### config.mk
export PLATFORM = sky130hd
export DESIGN_NAME = bus_split_flat
export DESIGN_NICKNAME = d
export VERILOG_FILES = /design/src/common/soc_pkg.sv /design/src/common/soc_bus_if.sv /design/src/logic/bus_split.sv /design/src/flat_wrapper.sv
export VERILOG_INCLUDE_DIRS = /design/src /design/src/common
export SDC_FILE = /design/constraint.sdc
export NUM_CORES = 1
export LEC_CHECK = 0
export BUFFER_PORTS_ARGS = -buffer_cell sky130_fd_sc_hd__buf_2
export CAP_MARGIN = 20
export CORE_AREA = 10 10 95 97
export DETAILED_ROUTE_END_ITERATION = 16
export DIE_AREA = 0 0 105 107
export SYNTH_ARGS = -nofsm -noshare
export SYNTH_HDL_FRONTEND = slang
export SYNTH_SLANG_ARGS = --single-unit
### constraint.sdc
create_clock -name clk_i -period 2.5 [get_ports clk_i]
set_input_delay 0.125 -clock clk_i [delete_from_list [all_inputs] [get_ports clk_i]]
set_output_delay 0.125 -clock clk_i [all_outputs]
set_load 0.03 [all_outputs]
### src/common/soc_macros.svh
`ifndef SOC_MACROS_SVH
`define SOC_MACROS_SVH

// bus address is a byte address
`define SOC_ADDR_W 16
`define SOC_DATA_W 32
`define SOC_STRB_W (`SOC_DATA_W / 8)

// internal sram, 256 words
`define SOC_SRAM_WORDS_W 8
`define SOC_SRAM_WORDS (1 << `SOC_SRAM_WORDS_W)

// boot image copied from the external rom
`define SOC_BOOT_WORDS 16
`define SOC_ROM_ADDR_W 4

`endif
### src/common/soc_pkg.sv
`include "soc_macros.svh"

package soc_pkg;

   // field view of a bus address
   // sel picks the slave, word is decoded by the slave itself
   typedef struct packed {
      logic                   sel;
      logic [`SOC_ADDR_W-4:0] word;
      logic [1:0]             byte_off;
   } bus_addr_fields_t;

   // same address word, raw for transport or split into fields
   typedef union packed {
      logic [`SOC_ADDR_W-1:0] raw;
      bus_addr_fields_t       f;
   } bus_addr_u;

   // timer register index, index 3 reads as zero
   typedef enum logic [1:0] {
      LOAD   = 2'd0,
      COUNT  = 2'd1,
      STATUS = 2'd2
   } timer_reg_e;

endpackage

### src/common/soc_bus_if.sv
`timescale 1ns/1ps
`include "soc_macros.svh"

interface soc_bus_if
   import soc_pkg::*;
();

   // request, held stable until valid and ready meet
   logic                   valid;
   bus_addr_u              addr;
   logic [`SOC_DATA_W-1:0] wdata;
   logic [`SOC_STRB_W-1:0] wstrb;

   // response, rvalid one cycle after an accepted read
   logic                   ready;
   logic [`SOC_DATA_W-1:0] rdata;
   logic                   rvalid;

   modport master (
      output valid, addr, wdata, wstrb,
      input  ready, rdata, rvalid
   );

   modport slave (
      input  valid, addr, wdata, wstrb,
      output ready, rdata, rvalid
   );

endinterface

### src/logic/bus_split.sv
`timescale 1ns/1ps

module bus_split (
   input logic        clk_i,
   input logic        rst_n_i,
   soc_bus_if.slave   m_bus,
   soc_bus_if.master  mem_bus,
   soc_bus_if.master  tmr_bus
);

   logic sel;
   logic rd_acc;
   logic rd_sel_q;

   // top address bit picks the slave
   assign sel = m_bus.addr.f.sel;

   // request goes to both, valid only to the chosen one
   assign mem_bus.valid = m_bus.valid & ~sel;
   assign mem_bus.addr  = m_bus.addr;
   assign mem_bus.wdata = m_bus.wdata;
   assign mem_bus.wstrb = m_bus.wstrb;

   assign tmr_bus.valid = m_bus.valid & sel;
   assign tmr_bus.addr  = m_bus.addr;
   assign tmr_bus.wdata = m_bus.wdata;
   assign tmr_bus.wstrb = m_bus.wstrb;

   // ready comes back from the addressed slave, no added cycle
   assign m_bus.ready = sel ? tmr_bus.ready : mem_bus.ready;

   // read accepted this cycle
   assign rd_acc = m_bus.valid & m_bus.ready & ~|m_bus.wstrb;

   // remember which slave owes the response
   always_ff @(posedge clk_i) begin
      if (!rst_n_i) begin
         rd_sel_q <= 1'b0;
      end else if (rd_acc) begin
         rd_sel_q <= sel;
      end
   end

   // response muxed from the slave that took the read
   assign m_bus.rdata  = rd_sel_q ? tmr_bus.rdata : mem_bus.rdata;
   assign m_bus.rvalid = rd_sel_q ? tmr_bus.rvalid : mem_bus.rvalid;

   // a response only ever comes one cycle after an accepted read
   a_rvalid_after_read : assert property (
      @(posedge clk_i) disable iff (!rst_n_i)
      m_bus.rvalid |-> $past(rd_acc)
   ) else $error("rvalid without a read accepted the cycle before");

   // the slave not addressed must stay quiet
   a_no_stray_rvalid : assert property (
      @(posedge clk_i) disable iff (!rst_n_i)
      (rd_sel_q ? mem_bus.rvalid : tmr_bus.rvalid) |-> 1'b0
   ) else $error("response from a slave that was not addressed");

endmodule

### src/flat_wrapper.sv
// flat-port wrapper written by rule: the top's interface ports become plain ports
module bus_split_flat 
  (clk_i, rst_n_i, m_bus_valid, m_bus_addr, m_bus_wdata, m_bus_wstrb, m_bus_ready, m_bus_rdata, m_bus_rvalid, mem_bus_valid, mem_bus_addr, mem_bus_wdata, mem_bus_wstrb, mem_bus_ready, mem_bus_rdata, mem_bus_rvalid, tmr_bus_valid, tmr_bus_addr, tmr_bus_wdata, tmr_bus_wstrb, tmr_bus_ready, tmr_bus_rdata, tmr_bus_rvalid);
  soc_bus_if m_bus_i ();
  soc_bus_if mem_bus_i ();
  soc_bus_if tmr_bus_i ();
  input logic clk_i;
  input logic rst_n_i;
  input wire logic [$bits(m_bus_i.valid)-1:0] m_bus_valid;
  input wire logic [$bits(m_bus_i.addr)-1:0] m_bus_addr;
  input wire logic [$bits(m_bus_i.wdata)-1:0] m_bus_wdata;
  input wire logic [$bits(m_bus_i.wstrb)-1:0] m_bus_wstrb;
  output wire logic [$bits(m_bus_i.ready)-1:0] m_bus_ready;
  output wire logic [$bits(m_bus_i.rdata)-1:0] m_bus_rdata;
  output wire logic [$bits(m_bus_i.rvalid)-1:0] m_bus_rvalid;
  output wire logic [$bits(mem_bus_i.valid)-1:0] mem_bus_valid;
  output wire logic [$bits(mem_bus_i.addr)-1:0] mem_bus_addr;
  output wire logic [$bits(mem_bus_i.wdata)-1:0] mem_bus_wdata;
  output wire logic [$bits(mem_bus_i.wstrb)-1:0] mem_bus_wstrb;
  input wire logic [$bits(mem_bus_i.ready)-1:0] mem_bus_ready;
  input wire logic [$bits(mem_bus_i.rdata)-1:0] mem_bus_rdata;
  input wire logic [$bits(mem_bus_i.rvalid)-1:0] mem_bus_rvalid;
  output wire logic [$bits(tmr_bus_i.valid)-1:0] tmr_bus_valid;
  output wire logic [$bits(tmr_bus_i.addr)-1:0] tmr_bus_addr;
  output wire logic [$bits(tmr_bus_i.wdata)-1:0] tmr_bus_wdata;
  output wire logic [$bits(tmr_bus_i.wstrb)-1:0] tmr_bus_wstrb;
  input wire logic [$bits(tmr_bus_i.ready)-1:0] tmr_bus_ready;
  input wire logic [$bits(tmr_bus_i.rdata)-1:0] tmr_bus_rdata;
  input wire logic [$bits(tmr_bus_i.rvalid)-1:0] tmr_bus_rvalid;
  assign m_bus_i.valid = m_bus_valid;
  assign m_bus_i.addr = m_bus_addr;
  assign m_bus_i.wdata = m_bus_wdata;
  assign m_bus_i.wstrb = m_bus_wstrb;
  assign m_bus_ready = m_bus_i.ready;
  assign m_bus_rdata = m_bus_i.rdata;
  assign m_bus_rvalid = m_bus_i.rvalid;
  assign mem_bus_valid = mem_bus_i.valid;
  assign mem_bus_addr = mem_bus_i.addr;
  assign mem_bus_wdata = mem_bus_i.wdata;
  assign mem_bus_wstrb = mem_bus_i.wstrb;
  assign mem_bus_i.ready = mem_bus_ready;
  assign mem_bus_i.rdata = mem_bus_rdata;
  assign mem_bus_i.rvalid = mem_bus_rvalid;
  assign tmr_bus_valid = tmr_bus_i.valid;
  assign tmr_bus_addr = tmr_bus_i.addr;
  assign tmr_bus_wdata = tmr_bus_i.wdata;
  assign tmr_bus_wstrb = tmr_bus_i.wstrb;
  assign tmr_bus_i.ready = tmr_bus_ready;
  assign tmr_bus_i.rdata = tmr_bus_rdata;
  assign tmr_bus_i.rvalid = tmr_bus_rvalid;
  bus_split u_core (.clk_i(clk_i), .rst_n_i(rst_n_i), .m_bus(m_bus_i), .mem_bus(mem_bus_i), .tmr_bus(tmr_bus_i));
endmodule
# After elaboration in Yosys (flattened, before gate mapping)
# Index checks and enable logic that the tools add are counted.
# Widths: inputs -> output; s select.
# word_totals
register_bits	1
input_bits	123
out_inout_bits	140
# op_classes
n_mux	3
bitwise_logic	5
n_reduce_logical	2
# ops
op	n
$mux 32	1
$and 1x1->1	4
$reduce_or 4->1	1
$mux 1	2
$logic_not 1->1	1
$not 1->1	1

# Logic depth before layout (Yosys ltp)
# depth
ltp_word	3
mapped_depth	4
ltp_nobuf	3

# Least setup slack after synthesis
# No wires, ideal clock.
# synth_timing
path_type	reg2out
startpoint	register u_core.rd_sel_q
endpoint	output port m_bus_rdata[0]
arrival_time_ps	942
setup_slack_ps	1433
stages_incl_launch_ff	4
n_path_buf	2
path_cell_list	dfxtp_1 buf_6 buf_6 mux2_4
# synth_via
elab_chain_cells	1
# synth_lines
element	line_no	rtl
from (decl)	bus_split.sv:13	logic rd_sel_q;
from (signal assigned)	bus_split.sv:40	rd_sel_q <= sel;
$mux 32	bus_split.sv:45	assign m_bus.rdata = rd_sel_q ? tmr_bus.rdata : mem_bus.rdata;
to (decl)	flat_wrapper.sv:14	output wire logic [$bits(m_bus_i.rdata)-1:0] m_bus_rdata;
# No other way between the ends.

# Worst setup path after layout
# layout_timing
startpoint	register u_core.rd_sel_q
endpoint	output port m_bus_rdata[30]
# The elaborated chain is that of the path after synthesis.

==> run_results.csv <==
group,metric,value,unit
outcome,outcome,"finished, final reports clean",
layout,synthToLayoutAreaGrowth,-5.34,%
synthesis,synth_most_common_cell,"buf_4",
clock_tree,clock_latency,0,ns
synthesis,synthFlopType,"dfxtp_1",
layout,reg.largest.list,"u_core.rd_sel_q x1",
synthesis,synth_fp_nets,273,
clock_tree,post_cts_buffers,0,
power,swShare,51.4,%
synthesis,synth_edf_count,0,
critical_path,worstPathArrival,1.43,ns
power,power.net_switching,133,µW
synthesis,async_reset_ff_share,0,%
layout,regMostFlops,"u_core.rd_sel_q",
drt,vias_per_cell,3.45,
floorplan,core_area,0.00714,mm²
synthesis,synth.top_cells.by_area,"buf_4 (56%), mux2_4 (32%), buf_6 (3.2%), mux2_2 (3.2%), nor4_4 (1.5%)",
synthesis,synth_top_area_cell,"buf_4",
timing,holdWs,0.250,ns
timing,slew_headroom,65.5,%
timing,max_freq,0.645,GHz
place,dp.cells,263,
layout,largest_reg_flops,1,
synthesis,ys_ff_latch,1,
power,leakagePower,0.000737,µW
place,place_congestion,0.721,
critical_path,critPathMaxFanout,20,
timing,tightest_slew,0.517,ns
synthesis,synthTopCellsByCount,"buf_4 (104), mux2_4 (30), buf_6 (4), mux2_2 (4), nand2_1 (2)",
synthesis,yosysUniqueCellTypes,11,
drt,antenna_left,0,
floorplan,die_w,105,µm
synthesis,synth_top_area_share,55.5,%
clock_tree,cts_resized,0,
timing,hold_viol,0,
global_routing,grt_antenna_before_repair,0,
power,p_int,126,µW
floorplan,io-pin-count,263,
floorplan,num_rows,31,
power,power.density,195,mW/mm²
drt,drtIter0Drc,8,
global_routing,grt_pass1_wl,6220,µm
timing,fin_crit,1.55,ns
floorplan,fp.dieH,107,µm
layout,antenna_cells,0,
drt,first_pass_iters,2,
power,pwr-share-comb,93.3,%
drt,vias,908,
timing,min_period_over_period,62.0,%
synthesis,synthCells,150,
layout,fill_cells,830,
global_routing,first_global_vias,1163,
synthesis,ys_seq_area_share,1.42,%
timing,setup_viol,0,
critical_path,cp-start-kind,"flip-flop",
clock_tree,clk_pin_slew_worst_paths,0,ns
min_path,hold_class,"in2out",
synthesis,avgSynthCellArea,9.38,µm²
critical_path,critPathRequiredTime,2.38,ns
critical_path,timing_worst_setup_path_type,"reg2out",
timing,tns,0,ns
timing,drv_slew,0,
global_routing,grt_max_degree,21,
timing,skew,0,ns
synthesis,syn_area,0.00141,mm²
power,ir_worst_vdd,0.0728,mV
floorplan,die-area,0.0112,mm²
drt,routed_wl,4170,µm
layout,nets,289,
drt,remaining_drc_errors,0,
clock_tree,ctsHoldBuffers,0,
layout,layout-drive-gt1-share,98.2,%
run,maxCapViolCount,0,
power,clock_power_share,0,%
synthesis,synth_warnings,0,
place,io_buffers,121,
timing,rsz0062_at_grt,"no",
global_routing,grt.total_usage,6.58,%
global_routing,grt.overflow.total,0,
floorplan,start_util,19.7,%
layout,post_layout_nonfiller_instances,263,
drt,drt-wirelength-per-cell,15.9,µm
critical_path,worstSetupEndpointType,"output pin",
power,p_seq_share,6.7,%
-- cell usage in the layout, fill, tap and decap left out --
master | synthesis | layout
and2_2 | 1 | 1
and2b_2 | 1 | 1
buf_12 | 0 | 1
buf_2 | 0 | 121
dfxtp_2 | 0 | 1
mux2_2 | 4 | 4
mux2_4 | 30 | 30
mux2i_1 | 1 | 1
nand2_1 | 2 | 2
nand3_2 | 1 | 1
nor4_4 | 1 | 1
-- cell type report --
class                           count  area, µm²  share of cell area (%)
Multi-Input combinational cell     41        561                    42.1
Sequential cell                     1       21.3                    1.60
Tap cell                           99        124                    9.30
Timing Repair Buffer              122        626                    47.0
-- worst max-delay path, stage by stage (launching register included) --
cell,delay [ns]
dfxtp_2,0.64
buf_12,0.26
mux2_2,0.35
buf_2,0.18
-- through the flow --
| stage | total power [µW] | setup WS [ns] | cell area [µm²] | utilization [%] |
|---|---|---|---|---|
| 2_1_floorplan | 452 | 1.43 | 1410 | - |
| 3_3_place_gp | 262 | 0.966 | 1330 | 18.7 |
| 3_5_place_dp | 264 | 0.916 | 1330 | 18.7 |
| 4_1_cts | 265 | 0.916 | 1330 | 18.7 |
| 5_1_grt | 277 | 0.870 | 1330 | 18.7 |
| 6_report | 259 | 0.949 | 1330 | 18.7 |
-- routing by layer --
metal  global-route usage, %  routed length [µm]  vias up
met1                    6.03                1370      377
met5                       0                   0        -
met4                    1.37                  82        0
li1                        -                   -      410
met3                    4.55                 681       11
met2                    11.9                2040      110
-- logic make-up (layout without fill, tap and decap cells) --
family | Yosys count | count (layout) | synth area share, %
buffers and inverters | 108 | 122 | 58.7
AND/OR/NAND/NOR | 6 | 6 | 3.92
flip-flops | 1 | 1 | 1.42
multiplexers | 35 | 35 | 35.9
-- power by group through the flow --
stage / clock [µW] / combinational, µW / sequential [µW]
after floorplan: 0 / 436 / 16.5
after global placement: 0 / 245 / 17.4
after detailed placement: 0 / 247 / 17.5
after CTS: 0 / 248 / 17.4
after global routing: 0 / 260 / 17.5
final: 0 / 242 / 17.4
-- final timing paths --
| path | slack (ns) | from | to | cells after the start |
|---|---|---|---|---|
| worst min register to register | 0.91 | u_core.rd_sel_q | u_core.rd_sel_q | 3 |
| worst max-delay path | 0.95 | u_core.rd_sel_q | m_bus_rdata[30] | 3 |
| worst min-delay path | 0.25 | m_bus_wdata[9] | tmr_bus_wdata[9] | 0 |
| worst max register to register | 1.28 | u_core.rd_sel_q | u_core.rd_sel_q | 3 |
Note: power is estimated with default switching activity, not from simulation.
