===== src/common/soc_macros.svh =====
`ifndef SOC_MACROS_SVH
`define SOC_MACROS_SVH

// bus address is a byte address
`define SOC_ADDR_W 16
`define SOC_DATA_W 32
`define SOC_STRB_W (`SOC_DATA_W / 8)

// internal sram, 256 words
`define SOC_SRAM_WORDS_W 8
`define SOC_SRAM_WORDS (1 << `SOC_SRAM_WORDS_W)

// boot image copied from the external rom
`define SOC_BOOT_WORDS 16
`define SOC_ROM_ADDR_W 4

`endif

===== src/common/soc_pkg.sv =====
`include "soc_macros.svh"

package soc_pkg;

   // field view of a bus address
   // sel picks the slave, word is decoded by the slave itself
   typedef struct packed {
      logic                   sel;
      logic [`SOC_ADDR_W-4:0] word;
      logic [1:0]             byte_off;
   } bus_addr_fields_t;

   // same address word, raw for transport or split into fields
   typedef union packed {
      logic [`SOC_ADDR_W-1:0] raw;
      bus_addr_fields_t       f;
   } bus_addr_u;

   // timer register index, index 3 reads as zero
   typedef enum logic [1:0] {
      LOAD   = 2'd0,
      COUNT  = 2'd1,
      STATUS = 2'd2
   } timer_reg_e;

endpackage


===== src/common/soc_bus_if.sv =====
`timescale 1ns/1ps
`include "soc_macros.svh"

interface soc_bus_if
   import soc_pkg::*;
();

   // request, held stable until valid and ready meet
   logic                   valid;
   bus_addr_u              addr;
   logic [`SOC_DATA_W-1:0] wdata;
   logic [`SOC_STRB_W-1:0] wstrb;

   // response, rvalid one cycle after an accepted read
   logic                   ready;
   logic [`SOC_DATA_W-1:0] rdata;
   logic                   rvalid;

   modport master (
      output valid, addr, wdata, wstrb,
      input  ready, rdata, rvalid
   );

   modport slave (
      input  valid, addr, wdata, wstrb,
      output ready, rdata, rvalid
   );

endinterface


===== src/logic/timer_regs.sv =====
`timescale 1ns/1ps
`include "soc_macros.svh"

module timer_regs
   import soc_pkg::*;
(
   input  logic     clk_i,
   input  logic     rst_n_i,
   soc_bus_if.slave bus,
   output logic     irq_o
);

   timer_reg_e             idx;
   logic                   wr;
   logic                   rd;
   logic                   load_wr;
   logic [`SOC_DATA_W-1:0] load_nxt;
   logic [`SOC_DATA_W-1:0] load_q;
   logic [`SOC_DATA_W-1:0] count_q;
   logic                   expired_q;
   logic [`SOC_DATA_W-1:0] rdata_q;
   logic                   rvalid_q;

   // never stalls
   assign bus.ready = 1'b1;

   assign idx     = timer_reg_e'(bus.addr.f.word[1:0]);
   assign wr      = bus.valid & |bus.wstrb;
   assign rd      = bus.valid & ~|bus.wstrb;
   assign load_wr = wr && idx == LOAD;

   // strobed bytes of LOAD replaced
   always_comb begin
      load_nxt = load_q;
      for (int b = 0; b < `SOC_STRB_W; b++) begin
         if (bus.wstrb[b]) begin
            load_nxt[8*b +: 8] = bus.wdata[8*b +: 8];
         end
      end
   end

   always_ff @(posedge clk_i) begin
      if (!rst_n_i) begin
         load_q    <= '0;
         count_q   <= '0;
         expired_q <= 1'b0;
      end else begin
         if (load_wr) begin
            load_q  <= load_nxt;
            count_q <= load_nxt;
         end else if (count_q != '0) begin
            count_q <= count_q - 1'b1;
         end
         // sticky, expiry wins over a clear in the same cycle
         if (!load_wr && count_q == `SOC_DATA_W'(1)) begin
            expired_q <= 1'b1;
         end else if (wr && idx == STATUS && bus.wstrb[0] && bus.wdata[0]) begin
            expired_q <= 1'b0;
         end
      end
   end

   always_ff @(posedge clk_i) begin
      if (!rst_n_i) begin
         rvalid_q <= 1'b0;
      end else begin
         rvalid_q <= rd;
      end
      if (rd) begin
         case (idx)
            LOAD:    rdata_q <= load_q;
            COUNT:   rdata_q <= count_q;
            STATUS:  rdata_q <= {{(`SOC_DATA_W - 1){1'b0}}, expired_q};
            default: rdata_q <= '0;
         endcase
      end
   end

   assign bus.rdata  = rdata_q;
   assign bus.rvalid = rvalid_q;
   assign irq_o      = expired_q;

endmodule


===== src/flat_wrapper.sv =====
// flat-port wrapper written by rule: the top's interface ports become plain ports
module timer_regs_flat import soc_pkg::*;
  (clk_i, rst_n_i, irq_o, bus_valid, bus_addr, bus_wdata, bus_wstrb, bus_ready, bus_rdata, bus_rvalid);
  soc_bus_if bus_i ();
  input  logic clk_i;
  input  logic rst_n_i;
  output logic irq_o;
  input wire logic [$bits(bus_i.valid)-1:0] bus_valid;
  input wire logic [$bits(bus_i.addr)-1:0] bus_addr;
  input wire logic [$bits(bus_i.wdata)-1:0] bus_wdata;
  input wire logic [$bits(bus_i.wstrb)-1:0] bus_wstrb;
  output wire logic [$bits(bus_i.ready)-1:0] bus_ready;
  output wire logic [$bits(bus_i.rdata)-1:0] bus_rdata;
  output wire logic [$bits(bus_i.rvalid)-1:0] bus_rvalid;
  assign bus_i.valid = bus_valid;
  assign bus_i.addr = bus_addr;
  assign bus_i.wdata = bus_wdata;
  assign bus_i.wstrb = bus_wstrb;
  assign bus_ready = bus_i.ready;
  assign bus_rdata = bus_i.rdata;
  assign bus_rvalid = bus_i.rvalid;
  timer_regs u_core (.clk_i(clk_i), .rst_n_i(rst_n_i), .bus(bus_i), .irq_o(irq_o));
endmodule

===== config.mk =====
export PLATFORM = sky130hd
export DESIGN_NAME = timer_regs_flat
export DESIGN_NICKNAME = d
export VERILOG_FILES = /design/src/common/soc_pkg.sv /design/src/common/soc_bus_if.sv /design/src/logic/timer_regs.sv /design/src/flat_wrapper.sv
export VERILOG_INCLUDE_DIRS = /design/src /design/src/common
export SDC_FILE = /design/constraint.sdc
export NUM_CORES = 1
export LEC_CHECK = 0
export BUFFER_PORTS_ARGS = -buffer_cell sky130_fd_sc_hd__buf_2
export CORE_UTILIZATION = 53
export DETAILED_ROUTE_END_ITERATION = 12
export GPL_TIMING_DRIVEN = 1
export PLACE_DENSITY = 0.89
export RECOVER_POWER = 25
export SLEW_MARGIN = 30
export SYNTH_ARGS = -nofsm -noshare
export SYNTH_HDL_FRONTEND = slang
export SYNTH_SLANG_ARGS = --single-unit

===== constraint.sdc =====
create_clock -name clk_i -period 6 [get_ports clk_i]
set_clock_uncertainty 0.15 [all_clocks]
set_input_delay 0.3 -clock clk_i [delete_from_list [all_inputs] [get_ports clk_i]]
set_output_delay 0.3 -clock clk_i [all_outputs]
set_load 0.05 [all_outputs]

* Word-level counts from Yosys, hierarchy flattened
Cells that the tools add are included.
Storage, ports and cells: bits in registers 98, input bits 55, output and inout bits 35
Cells by class: add/subtract/negate cells 1, equality and inequality tests 3, multiplexer cells 9, bitwise operators 2, reductions and logical operators 12
Operators by type and width (count):
- 32-bit one-hot mux with 3 select lines | 1
- 32-bit two-way mux | 2
- 32-bit by 1-bit == test with 1-bit output, second input constant | 1
- 8-bit two-way mux | 4
- 32-bit nonzero test | 1
- 32-bit by 1-bit subtractor with 32-bit output, second input constant | 1
- 1-bit logical AND | 5
- 2-bit nonzero test | 2
- 4-bit OR reduction | 1
- 1-bit bitwise AND | 2
- 2-bit by 1-bit == test with 1-bit output, second input constant | 1
- 2-bit == test, second input constant | 1
- 1-bit zero test | 2
- 2-bit zero test | 1
- 1-bit two-way mux | 2

* Longest topological paths before layout
Gate-level depths: netlist of run 1.
word-level depth 7, gate-level depth with buffers 8

* Least setup slack after synthesis of run 1
Ideal clock, no wire load.
path type register to register, start point register u_core.count_q[4], end point register u_core.count_q[11], arrival 2.255 ns, required time 5.712 ns, slack 3.457 ns, stages on the path, launching flop included 8, buffers on the path 2, period minus slack after synthesis 2.543 ns, cell sequence dfxtp_1 > buf_6 > or4_4 > or4_1 > or2_4 > o31ai_4 > buf_6 > a211oi_1
On the way: word-level cells in the longest chain between the ends 3, elaborated cells on any way between the ends 5, those cells by class add/sub: 1; mux: 2; reduce/logical: 2
RTL lines:
- from (decl) | RTL line timer_regs.sv:19 | logic [`SOC_DATA_W-1:0] count_q;
- from (signal assigned) | RTL line timer_regs.sv:50 | count_q <= load_nxt;
- from (signal assigned) | RTL line timer_regs.sv:52 | count_q <= count_q - 1'b1;
- 32-bit by 1-bit subtractor with 32-bit output | RTL line timer_regs.sv:52
- 32-bit two-way mux | RTL line timer_regs.sv:51 | end else if (count_q != '0) begin
- 32-bit two-way mux | RTL line timer_regs.sv:48 | if (load_wr) begin
Parallel ways exist; a longest one is shown, timed or not. The select of a mux whose other input is x is not followed. A chain may end at the register's enable or synchronous reset.

* Worst setup path in the final report of run 1
start point input bus_addr[2], end point register u_core.count_q[23]
On the way: word-level cells in the longest chain between the ends 3, elaborated cells on any way between the ends 4, those cells by class mux: 1; reduce/logical: 3
RTL lines:
- from (decl) | RTL line flat_wrapper.sv:9 | input wire logic [$bits(bus_i.addr)-1:0] bus_addr;
- 2-bit zero test (*) | RTL line timer_regs.sv:30 | assign load_wr = wr && idx == LOAD;
- 1-bit logical AND (*) | RTL line timer_regs.sv:30
- 32-bit two-way mux or 2-bit nonzero test (tied branches)
Every way passes the cells marked *; elsewhere a longest branch is shown, timed or not.

==> metrics.md, run 1 <==
| Metric | Value |
|---|---|
| RSZ-0062 raised after global routing | false |
| Die width | about 97 um |
| Post-CTS Resized | 0 |
| Hold Vio Cnt, Final | 0 |
| Status | complete, but fails checks |
| CP Data Arrival Time | about 4 ns |
| Depth of the CTS H-tree | 3 |
| TritonRoute pass-1 iters | 5 |
| TNS Setup | 0 ns |
| Clk pin slew, worst setup/hold paths | approximately 0.090 ns |
| Synth Net Count | approximately 550 |
| WP data required | roughly 6.1 ns |
| Final #Nets | around 600 |
| Total internal power | between 1 and 1.5 mW |
| Switch Pwr | 508 uW |
| Area taken by multi-input logic gates | about 2400 um^2 |
| Top post-synthesis cells by area | dfxtp_1 27%, edfxtp_1 20%, mux2i_1 11%, a211oi_1 6.6%, nor2_1 5.4% |
| CP max stage delay | approximately 1.8 ns |
| Setup bufs post-CTS | 0 |
| Endpoint type of the worst setup path | flip-flop |
| Initial DRC Count | around 230 |
| Ys flop type | dfxtp_1 |
| Cts hold-fix bufs | 0 |
| Vias | 3993 |
| Synth warn | 0 |
| Maximum VDD drop | ~0.00016 V |
| P&R area growth vs syn | 12.1% |
| Fill cells | 721 |
| Synth area leader | dfxtp_1 |
| Vias in the first global route | approximately 3900 |
| CTS Buffer Depth | 2 |
| Initial Utilization | between 50% and 60% |
| Fmax | 0.259 GHz |
| DP Wirelength | approximately 7.5 mm |
| Fin. max-slew vios | 35 |
| Total of max-cap violations | 1 |
| Register area | approximately 2300 um^2 |
| Pwr dens | about 300 nW/um^2 |
| Post-synthesis instance area | about 4800 um^2 |
| Layout cells sized above 1 | approximately 18% |
| CTS tree | done |
| Async S/R FF share, synth | 0% |
| Final antenna-violating net count | 0 |
| CP max stage cell | clkbuf_1 |
| Most frequent cell after synthesis | nor2_1 |
| Critical path type | input port to flip-flop |
| Die footprint | ~9400 um^2 |
| Worst Max-Slew Pin Slew | 2.51 ns |
| GRT Overall Usage | between 20 and 25% |
| Sequential share of power | 49.9% |
| Die Y | 97.2 um |
| Leak | roughly 2.0 nW |
| Routability cong. | between 0.8 and 0.9 |
| Clk sinks | 98 |
| Comb pwr share | approximately a quarter |
| Share of the synthesized area in the top cell type | a little over a quarter |
| Residual DRC count | 0 |
| Vias per inst | 6.01 |
| Initial antenna violation count | 0 |
| Switching share of total power | between 30% and 40% |
| Total gr overflow | 0 |
| First-pass GRT wire length | around 19 mm |
| Drt total wl | around 11 mm |
| Sequential area share after synthesis | between 40% and 50% |
| EDFF count, synth | 32 |
| Routed wire per std cell | between 15 and 20 um |
| CP cell instances | clkbuf_1 > nand2b_1 > or3_1 > buf_4 > o21ai_0 > a211oi_1 |
| I/O Pins | 90 |
| Slew headroom | -67.4% |
| Clock power frac | between 20 and 30% |
| Core footprint | ~8800 um^2 |
| Setup-failing EPs final | 0 |
| Crit path launch type | input port |
| Synth Register Bits | 98 |
| Root buffer cell | clkbuf_8 |
| CP Max Fanout | 34 |
| Worst min-delay path class | input port to flip-flop |
| Synth cell count leaders | 69 x nor2_1, 66 x dfxtp_1, 54 x mux2i_1 |
| Period Utilization, post-route | between 60 and 70% |
| Syn avg cell area | 9.73 um^2 |
| Synth cell types | 46 |
| I/O Buffers | 74 |
| Failing checks | max-capacitance violations, max-slew violations |
| Total CTS buffers | 9 |
| Antenna diodes | 0 |
| FP Rows | 34 |
| Fin Hold WS | 0.0365 ns |
| Skew-Pair Late Insertion Delay | approximately 0.37 ns |
| Min Tclk post-route | between 3 and 4 ns |
| Largest net degree at the start of global routing | 38 |
| Syn Inst Count | about 490 |
==> worst paths after layout <==
check               startpoint            endpoint  slack, ns  cells past startpoint
max                bus_addr[2]  u_core.count_q[23]       2.13                      6
min              bus_wdata[21]   u_core.load_q[21]       0.04                      3
max reg2reg  u_core.count_q[4]  u_core.count_q[17]       2.94                      6
min reg2reg  u_core.load_q[27]   u_core.load_q[27]       0.32                      2
==> through the flow <==
step | cells | total power [mW] | setup WS, ns | utilization (%) | area, um^2
final | 664 | 1.59 | 2.13 | 61.5 | 5390
after global routing | 664 | 1.66 | 1.91 | 61.5 | 5390
after CTS | 664 | 1.59 | 2.97 | 61.6 | 5400
after detailed placement | 648 | 1.18 | 2.88 | 59.5 | 5220
after global placement | 647 | 1.16 | 2.92 | 59.4 | 5200
after floorplan | 494 | 1.08 | 3.46 | - | 4800
==> cells in the final DEF, fill, tap and decap left out, drive strengths merged, types with 2 or more instances in the layout <==
cell,count
o31ai,3
dfxtp,66
and3,3
ha,2
nand3,15
xnor2,9
nand2,27
and2,3
nand4,10
or4,7
nand4bb,2
nand3b,2
nor2,69
nor2b,17
or3,4
nor4,10
a31oi,4
edfxtp,32
inv,6
mux2,7
o21ai,14
buf,71
mux2i,54
nand2b,2
or2,3
clkinv,3
clkbuf,22
nor3,12
xor2,15
a211oi,42
a21oi,11
==> worst max-delay path: cells and delay by family <==
| kind | cells | cell delay (ns) |
|---|---|---|
| AO/OA/AOI/OAI | 2 | 0.44 |
| buffers and inverters | 2 | 2.22 |
| AND/OR/NAND/NOR | 2 | 0.99 |
==> cell families after synthesis <==
kind of cell / share of synthesized area (%)
buf+inv: 3.78
xor+xnor: 4.38
flops: 47.5
compound gates: 11.1
simple gates: 19.7
mux: 12.9
fa+ha+maj: 0.521
other cells: 0.0781
==> flip-flops by register name (all words and copies together) (netlist names) <==
name               cells
u_core.bus.rdata      32
u_core.irq_o           1
u_core.bus.rvalid      1
u_core.count_q        32
u_core.load_q         32
==> routing by layer <==
metal  global-route usage (%)  routed length (um)  vias up
met3                     4.32                 658       29
met1                     31.3                4900     1911
met5                        0                   0        -
met4                     13.0                 310        0
met2                     40.2                5420      150
li1                         -                   -     1903
==> power by group through the flow <==
stage	registers [mW]	clock network [mW]	logic [mW]
2_1_floorplan	0.795	0	0.283
3_3_place_gp	0.802	0	0.360
3_5_place_dp	0.807	0	0.375
4_1_cts	0.792	0.415	0.380
5_1_grt	0.801	0.441	0.421
6_report	0.795	0.412	0.385
==> cell type report <==
cell class | instances | share of cell area, %
repair buffers | 81 | 7.69
inverters | 6 | 0.418
clock inverters | 4 | 0.836
flip-flops and latches | 98 | 42.4
well taps | 108 | 2.51
clock buffers | 12 | 2.51
multi-input cells | 355 | 43.7
Note: power is estimated with default switching activity, not from simulation.
==> run 2: changes to the inputs <==
ABC_AREA = 1   (was default)
CORE_UTILIZATION = 51   (was 53)
clock period = 3.5 ns   (was 6 ns; I/O delays follow)
==> metrics.md, run 2 <==
| Metric | Value |
|---|---|
| Status | complete, no violations |
| Total of max-cap violations | 0 |
| FP Rows | 35 |
| Total gr overflow | 0 |
| P&R area growth vs syn | 11.5% |
| Synth area leader | dfxtp_1 |
| Final antenna-violating net count | 0 |
| EDFF count, synth | 32 |
| CTS Buffer Depth | 2 |
| Setup-failing EPs final | 0 |
| I/O Pins | 90 |
| Synth cell types | 35 |
| TritonRoute pass-1 iters | 5 |
| Ys flop type | dfxtp_1 |
| Synth Register Bits | 98 |
| Async S/R FF share, synth | 0% |
| Most frequent cell after synthesis | nand2_1 |
| TNS Setup | 0 ns |
| Drt total wl | 11.7 mm |
| First-pass GRT wire length | between 15 and 20 mm |
| Die footprint | about 10000 um^2 |
| RSZ-0062 raised after global routing | false |
| Routability cong. | ~0.97 |
| Clk pin slew, worst setup/hold paths | around 0.090 ns |
| Critical path type | flip-flop to flip-flop |
| Initial antenna violation count | 0 |
| Pre-CTS setup slack | about 1.3 ns |
| Residual DRC count | 0 |
| FF-to-FF path depth | 9 |
| Root buffer cell | clkbuf_8 |
| Vias in the first global route | between 4000 and 5000 |
| Pwr dens | around 730 nW/um^2 |
| Min Tclk post-route | between 2 and 2.5 ns |
| Initial DRC Count | 310 |
| Period Utilization, post-route | between 60% and 70% |
| Die width | between 100 and 150 um |
| Share of the synthesized area in the top cell type | 26.4% |
| Hold Vio Cnt, Final | 0 |
| Vias | 4632 |
| Register area | about 2300 um^2 |
| Reg2Reg Launch Point | u_core.count_q[0] |
| RR Endpoint | u_core.count_q[14] |
| Fill cells | 911 |
| Fin. max-slew vios | 0 |
| Skew-Pair Late Insertion Delay | approximately 0.37 ns |
| Syn Inst Count | 697 |
| CP Max Fanout | 27 |
| Die Y | 101 um |
| I/O Buffers | 74 |
| Synth warn | 0 |
| CP Capture Point | u_core.count_q[14] |
| Clk sinks | 98 |
| Vias per inst | around 5.2 |
| Most common cell after layout, fill and taps aside | nand2_1 |
| Routed wire per std cell | 13.1 um |
| Final #Nets | approximately 800 |
| CP Data Arrival Time | between 2 and 2.5 ns |
| Antenna diodes | 0 |
| Largest net degree at the start of global routing | 44 |
| Commonest non-fill, non-tap cells in the layout | 158 x nand2_1, 104 x inv_1, 87 x nor2_1, 66 x dfxtp_1, 65 x buf_2 |
| Area taken by multi-input logic gates | around 2200 um^2 |
| CTS tree | done |
| Synth cell count leaders | 158 x nand2_1, 104 x inv_1, 88 x nor2_1 |
| Hold depth | 5 |
| Sequential area share after synthesis | around 46% |
| DP Wirelength | approximately 8.2 mm |
| Initial Utilization | a little over half |
| Crit path launch type | flip-flop |
| Fmax | roughly 0.46 GHz |
| Worst reg-to-reg setup slack | 1.35 ns |
| Synth Net Count | between 700 and 800 |
| Worst min-delay path class | input port to flip-flop |
| WP data required | roughly 3.6 ns |
| Critical Path Start | u_core.count_q[0] |
| Depth of the CTS H-tree | 3 |
| Worst Max-Slew Pin Slew | 1.20 ns |
| Maximum VDD drop | approximately 0.00032 V |
| Endpoint type of the worst setup path | flip-flop |
| Total CTS buffers | 9 |
| Post-synthesis instance area | approximately 5000 um^2 |
| GRT Overall Usage | 24.9% |
| Layout cells sized above 1 | 13.6% |
| Top post-synthesis cells by area | dfxtp_1 26%, edfxtp_1 19%, nand2_1 12%, inv_1 7.8%, nor2_1 6.6% |
| Syn avg cell area | between 7 and 8 um^2 |
| Slew headroom | 19.9% |
| Leak | approximately 2.3 nW |
| Core footprint | between 9000 and 10000 um^2 |
| Core Util, Final | 59.6% |
| Setup slack after layout | approximately 1.3 ns |
run 2: cell count changes after synthesis, sizes merged, moves of 17 or more:
| cell | previous run | this run |
|---|---|---|
| o21ai | 14 | 52 |
| nor2b | 17 | 0 |
| o22ai | 1 | 31 |
| nor2 | 69 | 96 |
| mux2i | 54 | 0 |
| a211oi | 42 | 2 |
| a21oi | 11 | 64 |
| nand2 | 27 | 166 |
| inv | 6 | 106 |
run 2: what timing repair did:
item                                   4_1_cts  5_1_grt
hold buffers                                 2        0
buffers inserted                             0        0
resized for setup                            0        0
endpoints found under the hold margin        3        0
run 2: worst min path at each step:
stage	start	to	slack, ns
finish	bus_wdata[4]	u_core.count_q[4]	0.05
global placement	u_core.load_q[9]	u_core.load_q[9]	0.30
CTS	bus_wdata[10]	u_core.load_q[10]	0.04
detailed placement	u_core.load_q[28]	u_core.load_q[28]	0.30
global route	bus_wdata[3]	u_core.count_q[3]	0.06
floorplan	rst_n_i	u_core.count_q[16]	0.15
run 2: cells by family (layout without fill, tap and decap cells):
group / Yosys count / count (layout) / share of synthesized area [%]
AOI/OAI and AO/OA: 155 / 155 / 16.7
other: 1 / 1 / 0.0749
and+or+nand+nor: 299 / 299 / 25.1
xor gates and xnor gates: 4 / 4 / 0.700
buffers and inverters: 138 / 204 / 11.3
adders and majority gates: 2 / 2 / 0.500
DFF: 98 / 98 / 45.6
run 2: metal layers:
metal  share of wire, %  GRT usage (%)  vias up
met5                  0              0        -
met4                1.8           9.59        0
met3                6.8           4.30       21
met2                 46           40.7      166
met1                 46           32.9     2089
li1                   -              -     2356
run 2: critical path, stage by stage (launching register included):
cell	delay, ns
dfxtp_1	0.35
inv_1	0.13
ha_1	0.22
nand2_2	0.10
nor2_4	0.19
nand2_4	0.11
nor2_8	0.21
nand2_4	0.16
nand2_4	0.31
nor2_1	0.09
run 2: final cells by class:
type / count / share of cell area (%)
repair buffers: 81 / 7.46
clock inverters: 3 / 0.291
inverters: 107 / 7.33
well taps: 129 / 2.89
flip-flops and latches: 98 / 40.9
multi-input cells: 461 / 38.7
clock buffers: 13 / 2.49
run 2: metrics by stage:
stage / hold WS (ns) / std cells / power [mW] / area, um^2
global route: 0.0608 / 892 / 4.45 / 5590
CTS: 0.0367 / 892 / 4.07 / 5600
detailed placement: 0.302 / 874 / 3.45 / 5420
finish: 0.0507 / 892 / 4.10 / 5590
floorplan: 0.151 / 697 / 3.03 / 5010
global placement: 0.298 / 874 / 3.41 / 5420
run 2: report_power, final:
part / internal [mW] / switching [mW] / total, mW
Sequential: 1.34 / 0.153 / 1.49
Combinational: 0.632 / 1.33 / 1.96
Clock: 0.257 / 0.379 / 0.636
==> run 3: changes to the inputs <==
ABC_AREA = 0   (was 1)
CORE_UTILIZATION = 53   (was 51)
clock period = 2 ns   (was 3.5 ns; I/O delays follow)
==> metrics.md, run 3 (synthesis results as in run 1) <==
| Metric | Value |
|---|---|
| I/O Pins | 90 |
| Skew-Pair Late Insertion Delay | roughly 0.36 ns |
| Initial Utilization | between 50% and 60% |
| Fin. max-slew vios | 0 |
| Maximum VDD drop | approximately 0.00039 V |
| TNS Setup | -14.04 ns |
| Initial DRC Count | about 280 |
| Setup slack after layout | -0.509 ns |
| Core Util, Final | 72.4% |
| Placed instance count | between 700 and 800 |
| Residual DRC count | 0 |
| Final antenna-violating net count | 0 |
| Largest net degree at the start of global routing | 54 |
| Die footprint | 9450 um^2 |
| Critical path's most frequent cell | or4_4 |
| CP cell instances | or4_4 > or4_4 > or2_4 > o31ai_4 > buf_4 > buf_6 > a211oi_1 |
| Antenna diodes | 0 |
| CP Data Arrival Time | 2.60 ns |
| Failing checks | negative setup slack |
| Reg2Reg Launch Point | u_core.count_q[11] |
| CTS tree | done |
| Die Y | 97.2 um |
| Slew headroom | between 20% and 30% |
| Placed cell area | 5710 um^2 |
| First-pass GRT wire length | between 20 and 25 mm |
| Drt total wl | between 10 and 15 mm |
| Critical path type | flip-flop to flip-flop |
| Fmax | 0.399 GHz |
| Vias per inst | roughly 5.9 |
| WP data required | between 2 and 2.5 ns |
| Total gr overflow | 0 |
| I/O Buffers | 74 |
| Worst Max-Slew Pin Slew | ~1.2 ns |
| Hold Vio Cnt, Final | 0 |
| Clk sinks | between 90 and 100 |
| Buf/Inv on CP | 2 |
| RSZ-0062 raised after global routing | true |
| Vias | 4451 |
| Leak | about 2.6 nW |
| Pwr dens | ~850 nW/um^2 |
| P&R area growth vs syn | 32.0% |
| Final #Nets | 703 |
| Depth of the CTS H-tree | 3 |
| Final cell area excluding filler cells | about 6300 um^2 |
| RR Endpoint | u_core.count_q[24] |
| Routability cong. | 0.890 |
| FP Rows | 34 |
| Routed wire per std cell | 17.7 um |
| Worst reg-to-reg setup slack | -0.51 ns |
| Worst min-delay path class | input port to flip-flop |
| Setup-failing EPs final | 33 |
| Total of max-cap violations | 0 |
| Die width | approximately 100 um |
| Layout cells sized above 1 | a little under a third |
| Period Utilization, post-route | 125% |
| Status | complete, but fails checks |
| Hold Startpoint | bus_wdata[4] |
| Final non-filler cell total | ~760 |
| Most common cell after layout, fill and taps aside | buf_2 |
| CTS Buffer Depth | 2 |
| Hold Path End | u_core.load_q[4] |
| Crit path max-delay family | simple AND/OR/NAND/NOR gates |
| Min Tclk post-route | 2.51 ns |
| CP max stage delay | around 0.54 ns |
| GRT Overall Usage | ~28% |
| DP Wirelength | roughly 9 mm |
| Commonest non-fill, non-tap cells in the layout | 72 x buf_2, 69 x nor2_1, 68 x buf_4, 62 x dfxtp_1, 54 x mux2i_1 |
| Total CTS buffers | 9 |
| Core footprint | about 8800 um^2 |
| Hold depth | 4 |
| Vias in the first global route | approximately 4400 |
| Root buffer cell | clkbuf_8 |
| Crit path launch type | flip-flop |
| Initial antenna violation count | 0 |
| CP Max Fanout | 5 |
| TritonRoute pass-1 iters | 4 |
| Endpoint type of the worst setup path | flip-flop |
| CP max stage cell | or4_4 |
| FF-to-FF path depth | 7 |
| Clk pin slew, worst setup/hold paths | 0.09 ns |
run 3: changes by cell type in the layout (fill, tap and decap cells not counted), sizes merged, moves of 11 or more:
cell | previous run | this run
xor2 | 4 | 15
nand3 | 31 | 15
mux2i | 0 | 54
inv | 106 | 6
a21oi | 64 | 11
buf | 70 | 145
a211oi | 2 | 42
dlygate4sd3 | 2 | 28
o22ai | 31 | 1
nor2 | 96 | 69
nand2 | 166 | 27
nor2b | 0 | 17
o21ai | 52 | 14
run 3: where the power goes:
part | leakage (nW) | internal, mW | switching [mW]
sequential | 0.840 | 2.20 | 0.104
combinational | 1.63 | 0.892 | 0.944
clock | 0.0912 | 0.557 | 0.693
total | 2.56 | 3.65 | 1.74
run 3: layout make-up:
class	count	area, um^2
fill	592	2420
clock buffer	12	166
multi-input combinational	355	2480
inverter	6	22.5
timing repair buffer	176	1230
clock inverter	4	23.8
tap	108	135
sequential	98	2290
run 3: worst register-to-register path: stages (launching register included):
cell      delay [ns]
dfxtp_2         0.33
or4_4           0.54
or4_4           0.52
or2_4           0.30
o31ai_4         0.22
buf_4           0.17
buf_6           0.13
a211oi_1        0.05
run 3: how the worst max path moves through the flow:
stage,start,depth (start not counted),slack (ns),end
5_1_grt,u_core.count_q[11],7,-0.54,u_core.count_q[26]
4_1_cts,u_core.count_q[13],6,-0.46,u_core.count_q[26]
6_report,u_core.count_q[11],7,-0.51,u_core.count_q[24]
3_5_place_dp,u_core.count_q[13],6,-0.49,u_core.count_q[17]
3_3_place_gp,u_core.count_q[13],6,-0.44,u_core.count_q[15]
2_1_floorplan,u_core.count_q[13],6,-0.44,u_core.count_q[11]
run 3: stage by stage:
stage | total power [mW] | hold WS, ns | setup slack (ns)
2_1_floorplan | 3.31 | 0.0959 | -0.436
3_3_place_gp | 3.91 | 0.200 | -0.442
3_5_place_dp | 3.96 | 0.223 | -0.486
4_1_cts | 5.27 | 0.0146 | -0.458
5_1_grt | 5.61 | 0.0534 | -0.536
6_report | 5.39 | 0.0323 | -0.509
run 3: repair_timing:
| action | CTS | global route |
|---|---|---|
| gates cloned | 1 | 1 |
| hold buffers | 28 | 0 |
| pin swaps | 4 | 2 |
| buffers inserted | 2 | 6 |
| hold endpoints to repair | 41 | 0 |
| gates resized for setup | 9 | 15 |
| setup endpoints to repair | 33 | 33 |
run 3: per-layer routing:
metal	global-route usage, %	part of all wire, %	vias up
met3	4.53	6.1	23
met2	49.5	51	161
li1	-	-	2096
met5	0	0	-
met4	10.3	1.7	0
met1	34.0	41	2171
